### config.mk
export PLATFORM = sky130hd
export DESIGN_NAME = pixel_generator
export DESIGN_NICKNAME = d
export VERILOG_FILES = /design/src/pg_pkg.sv /design/src/pg_if.sv /design/src/axi_lite_regs.sv /design/src/pixel_scanner.sv /design/src/shade_lane.sv /design/src/stream_packer.sv /design/src/pixel_generator.sv
export VERILOG_INCLUDE_DIRS = /design/src
export SDC_FILE = /design/constraint.sdc
export NUM_CORES = 2
export LEC_CHECK = 0
export BUFFER_PORTS_ARGS = -buffer_cell sky130_fd_sc_hd__buf_2
export CAP_MARGIN = 25
export CORE_ASPECT_RATIO = 1.2
export CORE_MARGIN = 1
export CORE_UTILIZATION = 35
export CTS_CLUSTER_DIAMETER = 80
export DETAILED_ROUTE_END_ITERATION = 12
export PLACE_DENSITY_LB_ADDON = 0.05
export SYNTH_ARGS = -nofsm -noshare
export SYNTH_HDL_FRONTEND = slang
export SYNTH_SLANG_ARGS = --single-unit
### constraint.sdc
create_clock -name out_stream_aclk -period 8.3 [get_ports out_stream_aclk]
set_input_delay 0.415 -clock out_stream_aclk [delete_from_list [all_inputs] [get_ports out_stream_aclk]]
set_output_delay 0.415 -clock out_stream_aclk [all_outputs]
set_load 0.005 [all_outputs]
### src/pg_settings.svh
`ifndef PG_SETTINGS_SVH
`define PG_SETTINGS_SVH

// screen size in pixels
`define PG_WIDTH 16
`define PG_HEIGHT 8

`define PG_LANES 4          // shading lanes in parallel
`define PG_FIFO_DEPTH 8     // packer FIFO entries, also the scanner credit count
`define PG_SHIFT 2          // falloff shift applied to d2

// AXI-Lite register file
`define PG_AXI_ADDR_WIDTH 8
`define PG_REG_FILE_SIZE 8

`endif

### src/pg_pkg.sv
`default_nettype none

package pg_pkg;

    typedef logic signed [15:0] coord_t;   // screen coordinate, also cx/cy/k
    typedef logic [7:0]         shade_t;   // one channel or falloff value
    typedef logic [23:0]        rgb_t;     // {red, green, blue}
    typedef logic [31:0]        dist_t;    // squared distance

    // AXI-Lite write side, address and data may come in either order
    typedef enum logic [2:0] {
        WR_IDLE,
        WR_AWAIT_DATA,
        WR_AWAIT_ADDR,
        WR_WRITE,
        WR_RESP
    } wr_state_e;

    typedef enum logic [1:0] {
        RD_IDLE,
        RD_FETCH,
        RD_RESP
    } rd_state_e;

    typedef enum logic {
        SCAN_IDLE,
        SCAN_RUN
    } scan_state_e;

endpackage

`default_nettype wire

### src/pg_if.sv
`timescale 1ns/1ns
`default_nettype none

// scanner to lane, no back-pressure
interface pixel_req_if;
    logic           valid;  // one-cycle strobe
    pg_pkg::coord_t x;
    pg_pkg::coord_t y;
    logic           sof;    // first pixel of the frame
    logic           eol;    // last pixel of the line

    modport src (output valid, x, y, sof, eol);
    modport sink (input valid, x, y, sof, eol);
endinterface

// lane to packer
interface shade_if;
    logic         valid;    // one-cycle strobe
    pg_pkg::rgb_t rgb;
    logic         sof;
    logic         eol;

    modport src (output valid, rgb, sof, eol);
    modport sink (input valid, rgb, sof, eol);
endinterface

`default_nettype wire

### src/axi_lite_regs.sv
`timescale 1ns/1ns
`default_nettype none
`include "pg_settings.svh"

module axi_lite_regs (
    input  logic                          out_stream_aclk,
    input  logic                          axi_resetn,
    input  logic [`PG_AXI_ADDR_WIDTH-1:0] s_axi_lite_awaddr,
    input  logic                          s_axi_lite_awvalid,
    output logic                          s_axi_lite_awready,
    input  logic [31:0]                   s_axi_lite_wdata,
    input  logic                          s_axi_lite_wvalid,
    output logic                          s_axi_lite_wready,
    output logic [1:0]                    s_axi_lite_bresp,
    output logic                          s_axi_lite_bvalid,
    input  logic                          s_axi_lite_bready,
    input  logic [`PG_AXI_ADDR_WIDTH-1:0] s_axi_lite_araddr,
    input  logic                          s_axi_lite_arvalid,
    output logic                          s_axi_lite_arready,
    output logic [31:0]                   s_axi_lite_rdata,
    output logic [1:0]                    s_axi_lite_rresp,
    output logic                          s_axi_lite_rvalid,
    input  logic                          s_axi_lite_rready,
    output logic                          run,
    output pg_pkg::coord_t                cx,
    output pg_pkg::coord_t                cy,
    output pg_pkg::coord_t                k,
    output pg_pkg::rgb_t                  tint
);
    localparam int RA = $clog2(`PG_REG_FILE_SIZE);
    localparam int WA = `PG_AXI_ADDR_WIDTH - 2;   // word address bits
    localparam logic [1:0] RESP_OKAY = 2'b00;
    localparam logic [1:0] RESP_SLVERR = 2'b10;

    logic [31:0]       regfile [`PG_REG_FILE_SIZE];
    logic [WA-1:0]     wr_addr;
    logic [WA-1:0]     rd_addr;
    logic [31:0]       wr_data;
    pg_pkg::wr_state_e wr_state;
    pg_pkg::rd_state_e rd_state;
    logic              aw_take;
    logic              w_take;
    logic              wr_ok;
    logic              rd_ok;

    assign s_axi_lite_awready = (wr_state == pg_pkg::WR_IDLE) ||
                                (wr_state == pg_pkg::WR_AWAIT_ADDR);
    assign s_axi_lite_wready  = (wr_state == pg_pkg::WR_IDLE) ||
                                (wr_state == pg_pkg::WR_AWAIT_DATA);
    assign aw_take = s_axi_lite_awvalid && s_axi_lite_awready;
    assign w_take  = s_axi_lite_wvalid && s_axi_lite_wready;

    assign wr_ok = wr_addr < WA'(`PG_REG_FILE_SIZE);
    assign rd_ok = rd_addr < WA'(`PG_REG_FILE_SIZE);

    assign s_axi_lite_bvalid = (wr_state == pg_pkg::WR_RESP);
    assign s_axi_lite_bresp  = wr_ok ? RESP_OKAY : RESP_SLVERR;
    assign s_axi_lite_arready = (rd_state == pg_pkg::RD_IDLE);
    assign s_axi_lite_rvalid  = (rd_state == pg_pkg::RD_RESP);
    assign s_axi_lite_rresp   = rd_ok ? RESP_OKAY : RESP_SLVERR;

    always_ff @(posedge out_stream_aclk) begin
        if (aw_take)
            wr_addr <= s_axi_lite_awaddr[`PG_AXI_ADDR_WIDTH-1:2];
        if (w_take)
            wr_data <= s_axi_lite_wdata;
        if (s_axi_lite_arvalid && s_axi_lite_arready)
            rd_addr <= s_axi_lite_araddr[`PG_AXI_ADDR_WIDTH-1:2];
        if (rd_state == pg_pkg::RD_FETCH)
            s_axi_lite_rdata <= rd_ok ? regfile[rd_addr[RA-1:0]] : '0;
    end

    always_ff @(posedge out_stream_aclk) begin
        if (!axi_resetn) begin
            wr_state <= pg_pkg::WR_IDLE;
            for (int i = 0; i < `PG_REG_FILE_SIZE; i++)
                regfile[i] <= '0;
        end else begin
            case (wr_state)
                pg_pkg::WR_IDLE: begin
                    case ({aw_take, w_take})
                        2'b11:   wr_state <= pg_pkg::WR_WRITE;
                        2'b10:   wr_state <= pg_pkg::WR_AWAIT_DATA;
                        2'b01:   wr_state <= pg_pkg::WR_AWAIT_ADDR;
                        default: wr_state <= pg_pkg::WR_IDLE;
                    endcase
                end
                pg_pkg::WR_AWAIT_DATA: if (w_take) wr_state <= pg_pkg::WR_WRITE;
                pg_pkg::WR_AWAIT_ADDR: if (aw_take) wr_state <= pg_pkg::WR_WRITE;
                pg_pkg::WR_WRITE: begin
                    if (wr_ok)
                        regfile[wr_addr[RA-1:0]] <= wr_data;  // out of range is dropped
                    wr_state <= pg_pkg::WR_RESP;
                end
                pg_pkg::WR_RESP: if (s_axi_lite_bready) wr_state <= pg_pkg::WR_IDLE;
                default: wr_state <= pg_pkg::WR_IDLE;
            endcase
        end
    end

    always_ff @(posedge out_stream_aclk) begin
        if (!axi_resetn) begin
            rd_state <= pg_pkg::RD_IDLE;
        end else begin
            case (rd_state)
                pg_pkg::RD_IDLE:  if (s_axi_lite_arvalid) rd_state <= pg_pkg::RD_FETCH;
                pg_pkg::RD_FETCH: rd_state <= pg_pkg::RD_RESP;
                pg_pkg::RD_RESP:  if (s_axi_lite_rready) rd_state <= pg_pkg::RD_IDLE;
                default:          rd_state <= pg_pkg::RD_IDLE;
            endcase
        end
    end

    // decoded fields
    assign run  = regfile[0][0];
    assign cx   = regfile[1][15:0];
    assign cy   = regfile[2][15:0];
    assign k    = regfile[3][15:0];
    assign tint = regfile[4][23:0];

    // response payload must not move while the master stalls
    a_bvalid_hold: assert property (@(posedge out_stream_aclk) disable iff (!axi_resetn)
        s_axi_lite_bvalid && !s_axi_lite_bready |=>
            s_axi_lite_bvalid && $stable(s_axi_lite_bresp));
    a_rvalid_hold: assert property (@(posedge out_stream_aclk) disable iff (!axi_resetn)
        s_axi_lite_rvalid && !s_axi_lite_rready |=>
            s_axi_lite_rvalid && $stable(s_axi_lite_rdata) && $stable(s_axi_lite_rresp));

endmodule

`default_nettype wire

### src/pixel_scanner.sv
`timescale 1ns/1ns
`default_nettype none
`include "pg_settings.svh"

module pixel_scanner (
    input logic      out_stream_aclk,
    input logic      axi_resetn,
    input logic      run,
    input logic      slot_free,
    pixel_req_if.src req [`PG_LANES]
);
    localparam int LW = (`PG_LANES > 1) ? $clog2(`PG_LANES) : 1;
    localparam int CW = $clog2(`PG_FIFO_DEPTH + 1);

    pg_pkg::scan_state_e state;
    pg_pkg::coord_t      x;
    pg_pkg::coord_t      y;
    logic [LW-1:0]       lane;      // round-robin pointer
    logic [CW-1:0]       credits;   // free FIFO slots not yet claimed
    logic                issue;
    logic                last_x;
    logic                last_y;

    assign issue  = (state == pg_pkg::SCAN_RUN) && (credits != '0);
    assign last_x = (x == pg_pkg::coord_t'(`PG_WIDTH - 1));
    assign last_y = (y == pg_pkg::coord_t'(`PG_HEIGHT - 1));

    always_ff @(posedge out_stream_aclk) begin
        if (!axi_resetn) begin
            state <= pg_pkg::SCAN_IDLE;
            x     <= '0;
            y     <= '0;
            lane  <= '0;
        end else begin
            case (state)
                pg_pkg::SCAN_IDLE: begin
                    lane <= '0;
                    if (run)            // run only matters at frame start
                        state <= pg_pkg::SCAN_RUN;
                end
                pg_pkg::SCAN_RUN: begin
                    if (issue) begin
                        lane <= (lane == LW'(`PG_LANES - 1)) ? '0 : lane + 1'b1;
                        if (last_x) begin
                            x <= '0;
                            if (last_y) begin
                                y     <= '0;
                                state <= pg_pkg::SCAN_IDLE;   // frame done
                            end else begin
                                y <= y + 1'b1;
                            end
                        end else begin
                            x <= x + 1'b1;
                        end
                    end
                end
                default: state <= pg_pkg::SCAN_IDLE;
            endcase
        end
    end

    always_ff @(posedge out_stream_aclk) begin
        if (!axi_resetn)
            credits <= CW'(`PG_FIFO_DEPTH);
        else
            credits <= credits - CW'(issue) + CW'(slot_free);
    end

    for (genvar i = 0; i < `PG_LANES; i++) begin : g_req
        assign req[i].valid = issue && (lane == LW'(i));
        assign req[i].x     = x;
        assign req[i].y     = y;
        assign req[i].sof   = (x == '0) && (y == '0);
        assign req[i].eol   = last_x;
    end

    // a slot_free without a matching earlier issue would overshoot
    a_credit_max: assert property (@(posedge out_stream_aclk) disable iff (!axi_resetn)
        credits <= CW'(`PG_FIFO_DEPTH));

endmodule

`default_nettype wire

### src/shade_lane.sv
`timescale 1ns/1ns
`default_nettype none
`include "pg_settings.svh"

module shade_lane (
    input logic           out_stream_aclk,
    input logic           axi_resetn,
    input pg_pkg::coord_t cx,
    input pg_pkg::coord_t cy,
    input pg_pkg::coord_t k,
    input pg_pkg::rgb_t   tint,
    pixel_req_if.sink     req,
    shade_if.src          res
);
    pg_pkg::coord_t     dx;     // wraps at 16 bits
    pg_pkg::coord_t     dy;
    pg_pkg::dist_t      d2;
    logic               s1_valid;
    logic               s2_valid;
    logic               s1_sof;
    logic               s1_eol;
    logic               s2_sof;
    logic               s2_eol;
    logic signed [33:0] diff;
    pg_pkg::shade_t     v;
    logic [15:0]        prod_r;
    logic [15:0]        prod_g;
    logic [15:0]        prod_b;

    always_ff @(posedge out_stream_aclk) begin
        if (!axi_resetn) begin
            s1_valid  <= 1'b0;
            s2_valid  <= 1'b0;
            res.valid <= 1'b0;
        end else begin
            s1_valid  <= req.valid;
            s2_valid  <= s1_valid;
            res.valid <= s2_valid;
        end
    end

    // stage 3 clamp, k - (d2 >> shift) into 0..255
    assign diff = 34'(k) - $signed({2'b00, d2 >> `PG_SHIFT});

    always_comb begin
        if (diff < 0)
            v = '0;
        else if (diff > 34'sd255)
            v = 8'hff;
        else
            v = diff[7:0];
    end

    assign prod_r = v * tint[23:16];
    assign prod_g = v * tint[15:8];
    assign prod_b = v * tint[7:0];

    always_ff @(posedge out_stream_aclk) begin
        dx      <= req.x - cx;          // stage 1
        dy      <= req.y - cy;
        s1_sof  <= req.sof;
        s1_eol  <= req.eol;
        d2      <= dx * dx + dy * dy;   // stage 2
        s2_sof  <= s1_sof;
        s2_eol  <= s1_eol;
        res.rgb <= {prod_r[15:8], prod_g[15:8], prod_b[15:8]};   // stage 3
        res.sof <= s2_sof;
        res.eol <= s2_eol;
    end

endmodule

`default_nettype wire

### src/stream_packer.sv
`timescale 1ns/1ns
`default_nettype none
`include "pg_settings.svh"

module stream_packer (
    input  logic        out_stream_aclk,
    input  logic        axi_resetn,
    shade_if.sink       res [`PG_LANES],
    output logic        slot_free,
    output logic [31:0] out_stream_tdata,
    output logic        out_stream_tlast,
    output logic        out_stream_tuser,
    output logic        out_stream_tvalid,
    input  logic        out_stream_tready
);
    localparam int PW = (`PG_FIFO_DEPTH > 1) ? $clog2(`PG_FIFO_DEPTH) : 1;
    localparam int CW = $clog2(`PG_FIFO_DEPTH + 1);

    // entry layout {sof, eol, rgb}
    logic [`PG_LANES-1:0] lane_valid;
    logic [25:0]          lane_entry [`PG_LANES];
    logic [25:0]          wr_entry;
    logic [25:0]          mem [`PG_FIFO_DEPTH];
    logic [PW-1:0]        wr_ptr;
    logic [PW-1:0]        rd_ptr;
    logic [CW-1:0]        count;
    logic                 push;
    logic                 pop;

    for (genvar i = 0; i < `PG_LANES; i++) begin : g_lane
        assign lane_valid[i] = res[i].valid;
        assign lane_entry[i] = res[i].valid ? {res[i].sof, res[i].eol, res[i].rgb} : '0;
    end

    // lanes fire in issue order, one at a time, so an OR merge is enough
    always_comb begin
        wr_entry = '0;
        for (int i = 0; i < `PG_LANES; i++)
            wr_entry = wr_entry | lane_entry[i];
    end

    assign push = |lane_valid;
    assign pop  = out_stream_tvalid && out_stream_tready;
    assign slot_free = pop;         // credit back to the scanner

    always_ff @(posedge out_stream_aclk) begin
        if (push)
            mem[wr_ptr] <= wr_entry;
    end

    always_ff @(posedge out_stream_aclk) begin
        if (!axi_resetn) begin
            wr_ptr <= '0;
            rd_ptr <= '0;
            count  <= '0;
        end else begin
            if (push)
                wr_ptr <= (wr_ptr == PW'(`PG_FIFO_DEPTH - 1)) ? '0 : wr_ptr + 1'b1;
            if (pop)
                rd_ptr <= (rd_ptr == PW'(`PG_FIFO_DEPTH - 1)) ? '0 : rd_ptr + 1'b1;
            count <= count + CW'(push) - CW'(pop);
        end
    end

    assign out_stream_tvalid = (count != '0);
    assign out_stream_tuser  = mem[rd_ptr][25];
    assign out_stream_tlast  = mem[rd_ptr][24];
    assign out_stream_tdata  = {8'h00, mem[rd_ptr][23:0]};

    // the scanner credits must keep the FIFO from overflowing
    a_no_overflow: assert property (@(posedge out_stream_aclk) disable iff (!axi_resetn)
        push |-> count != CW'(`PG_FIFO_DEPTH));
    a_one_lane: assert property (@(posedge out_stream_aclk) disable iff (!axi_resetn)
        $onehot0(lane_valid));

endmodule

`default_nettype wire

### src/pixel_generator.sv
`timescale 1ns/1ns
`default_nettype none
`include "pg_settings.svh"

module pixel_generator (
    input  logic                          out_stream_aclk,
    input  logic                          axi_resetn,

    // stream output
    output logic [31:0]                   out_stream_tdata,
    output logic                          out_stream_tlast,
    input  logic                          out_stream_tready,
    output logic                          out_stream_tvalid,
    output logic                          out_stream_tuser,

    // AXI-Lite slave
    input  logic [`PG_AXI_ADDR_WIDTH-1:0] s_axi_lite_araddr,
    output logic                          s_axi_lite_arready,
    input  logic                          s_axi_lite_arvalid,
    input  logic [`PG_AXI_ADDR_WIDTH-1:0] s_axi_lite_awaddr,
    output logic                          s_axi_lite_awready,
    input  logic                          s_axi_lite_awvalid,
    input  logic                          s_axi_lite_bready,
    output logic [1:0]                    s_axi_lite_bresp,
    output logic                          s_axi_lite_bvalid,
    output logic [31:0]                   s_axi_lite_rdata,
    input  logic                          s_axi_lite_rready,
    output logic [1:0]                    s_axi_lite_rresp,
    output logic                          s_axi_lite_rvalid,
    input  logic [31:0]                   s_axi_lite_wdata,
    output logic                          s_axi_lite_wready,
    input  logic                          s_axi_lite_wvalid
);
    logic           run;
    logic           slot_free;
    pg_pkg::coord_t cx;
    pg_pkg::coord_t cy;
    pg_pkg::coord_t k;
    pg_pkg::rgb_t   tint;

    pixel_req_if req_if [`PG_LANES] ();
    shade_if     res_if [`PG_LANES] ();

    axi_lite_regs u_regs (
        .out_stream_aclk   (out_stream_aclk),
        .axi_resetn        (axi_resetn),
        .s_axi_lite_awaddr (s_axi_lite_awaddr),
        .s_axi_lite_awvalid(s_axi_lite_awvalid),
        .s_axi_lite_awready(s_axi_lite_awready),
        .s_axi_lite_wdata  (s_axi_lite_wdata),
        .s_axi_lite_wvalid (s_axi_lite_wvalid),
        .s_axi_lite_wready (s_axi_lite_wready),
        .s_axi_lite_bresp  (s_axi_lite_bresp),
        .s_axi_lite_bvalid (s_axi_lite_bvalid),
        .s_axi_lite_bready (s_axi_lite_bready),
        .s_axi_lite_araddr (s_axi_lite_araddr),
        .s_axi_lite_arvalid(s_axi_lite_arvalid),
        .s_axi_lite_arready(s_axi_lite_arready),
        .s_axi_lite_rdata  (s_axi_lite_rdata),
        .s_axi_lite_rresp  (s_axi_lite_rresp),
        .s_axi_lite_rvalid (s_axi_lite_rvalid),
        .s_axi_lite_rready (s_axi_lite_rready),
        .run               (run),
        .cx                (cx),
        .cy                (cy),
        .k                 (k),
        .tint              (tint)
    );

    pixel_scanner u_scanner (
        .out_stream_aclk(out_stream_aclk),
        .axi_resetn     (axi_resetn),
        .run            (run),
        .slot_free      (slot_free),
        .req            (req_if)
    );

    for (genvar i = 0; i < `PG_LANES; i++) begin : g_lane
        shade_lane u_lane (
            .out_stream_aclk(out_stream_aclk),
            .axi_resetn     (axi_resetn),
            .cx             (cx),
            .cy             (cy),
            .k              (k),
            .tint           (tint),
            .req            (req_if[i]),
            .res            (res_if[i])
        );
    end

    stream_packer u_packer (
        .out_stream_aclk  (out_stream_aclk),
        .axi_resetn       (axi_resetn),
        .res              (res_if),
        .slot_free        (slot_free),
        .out_stream_tdata (out_stream_tdata),
        .out_stream_tlast (out_stream_tlast),
        .out_stream_tuser (out_stream_tuser),
        .out_stream_tvalid(out_stream_tvalid),
        .out_stream_tready(out_stream_tready)
    );

endmodule

`default_nettype wire

==> flow_results.org <==
** STA
- Transition time at the pin with the least slew margin :: 1.07 ns
- Max-slew violation count :: 0
- Tmin final :: 7.99 ns
- Setup Viol. Count Final :: 0
- In the finished design, the share of the clock period the worst path needs comes to a little over nine tenths.
- Across the routed clock network, the largest skew measured is 0.0402 ns.
- Remaining max-slew budget at the tightest pin :: 28.2%
- Peak Freq :: about 130 MHz
- Final sum of negative setup slack :: 0 ns
- The final hold violation count was 0.

** Setup path
- Along the worst path, the maximum fanout reaches 8.
- Number of buffer and inverter instances along the worst setup path :: 5
- CP delay by family, top :: adder cells
- The worst setup path is launched from a register.
- For the worst setup path, the data arrival time is roughly 8.5 ns.
- STA classifies the critical path endpoint as a register.
- The critical path is of the register to register type.
- Among all stages on the critical path, the largest delay is contributed by sky130_fd_sc_hd__edfxtp_1.
- In this design, the stage delay of the slowest critical-path cell is 0.57 ns.
- At the worst endpoint, the required time is 8.81 ns.

** Detailed routing
- Once detail routing completed, the nets flagged for antenna violations numbered 0.
- Vias/cell :: 4.69
- Routed wire length per instance :: approximately 20 um
- Across all layers, the routed design uses 32300 vias.
- Drc violations :: 0
- Wire length after detailed routing :: roughly 140000 um
- For this block, the initial DRC count from the detailed router was 1662.
- Detailed Routing Iterations Pass 1 :: 6

** CTS
- TritonCTS built the clock tree.
- Clock latency of the later-clocked register in the worst-skew pair :: 0.67 ns
- The clock passes through at most 3 buffers.
- Clk slew on worst S/H paths :: 0.06 ns
- The H-tree generated during clock tree synthesis spans 3 levels.
- The tree built by TritonCTS fans out to ~700 sinks.
- Root buffer cell :: sky130_fd_sc_hd__clkbuf_16
- Number of buffers inserted during clock tree synthesis :: 81

** Logic synthesis
- In the synthesized netlist the dominant register cell turns out to be sky130_fd_sc_hd__edfxtp_1.
- Synthesized area divided by synthesized cell count :: 11.7 um2
- Flip-flop and latch count after synthesis :: ~700
- Yosys mapped the design onto 84 distinct sky130hd cell types.
- Total standard cell area after synthesis :: 0.0533 mm2
- Synthesis produced a netlist whose cell count is approximately 4600.
- Number of warnings issued by yosys :: 0
- After synthesis, the share of flip-flops with an asynchronous set or reset is 0%.
- Share of synthesized area occupied by flip-flops and latches :: 36.5%
- The synthesized design contains 540 enable-type register cells.

** Cells and area
- The multi-input combinational cells in the finished layout cover a total of 0.0303 mm2.
- Signed area change from the synthesized netlist to the final layout :: 14.1%
- NumNets Final :: 5875
- The library cell used most frequently in the layout, excluding fill and tap cells, is sky130_fd_sc_hd__inv_1.
- Registers take 0.0195 mm2.
- Post-route cell area :: 0.0608 mm2
- Layout filler cell count :: 14700
- In the final layout, the share of cells above drive strength 1 is 13.5%.
- The library cells used most frequently in the layout, excluding fill and tap cells, are sky130_fd_sc_hd__inv_1, sky130_fd_sc_hd__fa_1, sky130_fd_sc_hd__edfxtp_1, sky130_fd_sc_hd__and2_1, sky130_fd_sc_hd__ha_1.

** Placed design
- Routability-driven placement finished with a final weighted congestion of 0.805.
- Once placement finished, the instance area stood at between 0.05 and 0.06 mm2.
- Port buffering added 117 buffers.
- After legalization and detailed placement, the total HPWL measured 105000 um.

** GRT
- Entering global routing, the biggest net connects 53 pins.
- In the global route stage, overall resource usage came out at between 10% and 20%.
- First-pass GRT wire length :: 214000 um
- Number of antenna violations at the first check in global routing :: 5
- Global route overflow :: 0
- The via count of the first global-routing pass was ~35000.

** Status
- The flow ran to the end, and the final reports show no timing, DRC or antenna violations.

** Floorplanning
- Die ar. :: 0.154 mm2
- The region available for standard cell placement spans 0.151 mm2.
- Cell Rows :: around 160
- In this run the count of I/O pins placed on the die edge is 132.
- Die Height :: 429 um
- From left edge to right edge, the die measures 358 um.
- The initial utilization of the core area, before any placement, comes to a little over a third.

** Run
- Max cap viols :: 0

** Hold path
- The path class of the tightest hold or removal check is input port to register.
-- flip-flops by register name, summed over array words and instances, names as in the netlist, 6 cells and up, named ones only --
name and count:
u_scanner.req.y 16, g_lane.u_lane.d2 30, u_regs.wr_addr 6, u_regs.rd_addr 6
g_lane.u_lane.dy 16, u_scanner.req.x 16, u_regs.s_axi_lite_rdata 32, u_regs.regfile 256
u_packer.mem 208, u_regs.wr_data 32, g_lane.u_lane.dx 16, g_lane.u_lane.res.rgb 24
-- cells by family (layout without fill, tap and decap cells) --
kind of cell    count (synthesis)  count (layout)  share of synthesized area (%)
simple gates                 1221            1221                           12.1
buf+inv                      1012            1370                           7.23
fa+ha+maj                     961             961                           31.5
flops                         701             701                           36.5
compound gates                338             338                           4.11
mux                           184             184                           6.25
xor+xnor                      138             138                           2.27
other cells                     1              12                        0.00704
-- synth_stat cells (30+ instances only) --
cell / instances / share of area, %
sky130_fd_sc_hd__a21o_1: 32 / 0.45
sky130_fd_sc_hd__a21oi_1: 104 / 0.98
sky130_fd_sc_hd__and2_1: 523 / 6.1
sky130_fd_sc_hd__clkbuf_1: 111 / 0.78
sky130_fd_sc_hd__dfxtp_1: 161 / 6.1
sky130_fd_sc_hd__edfxtp_1: 540 / 30
sky130_fd_sc_hd__fa_1: 633 / 24
sky130_fd_sc_hd__ha_1: 328 / 7.7
sky130_fd_sc_hd__inv_1: 855 / 6.0
sky130_fd_sc_hd__mux2i_1: 39 / 0.73
sky130_fd_sc_hd__mux4_2: 116 / 4.9
sky130_fd_sc_hd__nand2_1: 262 / 1.8
sky130_fd_sc_hd__nand2b_1: 37 / 0.43
sky130_fd_sc_hd__nand3_1: 38 / 0.36
sky130_fd_sc_hd__nor2_1: 200 / 1.4
sky130_fd_sc_hd__nor2b_1: 30 / 0.35
sky130_fd_sc_hd__o21ai_0: 68 / 0.64
sky130_fd_sc_hd__xnor2_1: 93 / 1.5
sky130_fd_sc_hd__xor2_1: 45 / 0.74
-- routing by layer --
layer / vias to the layer above / track usage [%] / part of all wire [%] / routed length (um)
met4: 0 / 3.57 / 1.8 / 2520
met2: 441 / 32.1 / 50 / 69300
li1: 15300 / - / - / -
met1: 16400 / 25.0 / 45 / 62600
met3: 130 / 2.31 / 3.0 / 4160
met5: - / 0 / 0 / 0
-- area by class of cell --
cell class,count,area share (%)
inverters,858,5.31
well taps,1975,4.07
multi-input cells,2852,49.9
diodes,2,0.00824
clock buffers,114,3.77
flip-flops and latches,701,32.0
clock inverters,34,0.515
repair buffers,364,4.40
-- tightest hold or removal path, delay by kind of cell --
kind | cells | cell delay [ns]
simple gates | 1 | 0.03
compound gates | 1 | 0.15
buf+inv | 1 | 0.08
-- path summary, 6_finish.rpt --
check / from / to / slack [ns] / cells past startpoint
worst min-delay path: s_axi_lite_rready / u_regs.rd_state[1] / 0.07 / 3
worst min register to register: g_lane[3].u_lane.s1_eol / g_lane[3].u_lane.s2_eol / 0.32 / 0
worst max-delay path: u_regs.regfile[3][13] / g_lane[0].u_lane.res.rgb[6] / 0.31 / 29
worst max register to register: u_regs.regfile[3][13] / g_lane[0].u_lane.res.rgb[6] / 0.31 / 29
-- what timing repair did --
action	in CTS	in global routing
hold endpoints to repair	47	0
setup buffers	0	11
pin swaps	0	9
endpoints found under the setup margin	2	19
hold buffers	47	0
gates resized for setup	1	48
-- metrics by stage --
| step | utilization [%] | std cells | setup WS (ns) | hold WS, ns |
|---|---|---|---|---|
| after floorplan | - | 4565 | 0.595 | 0.310 |
| after global placement | 38.0 | 6687 | 0.00410 | 0.315 |
| after detailed placement | 38.1 | 6691 | -0.0143 | 0.312 |
| after CTS | 40.1 | 6886 | 0.00723 | 0.0106 |
| after global routing | 40.3 | 6898 | -0.00669 | 0.0413 |
| final | 40.3 | 6900 | 0.309 | 0.0714 |
Power is left out: the tool's default activity adds up to more than one toggle a clock period on the data nets, which glitch-free logic cannot reach.
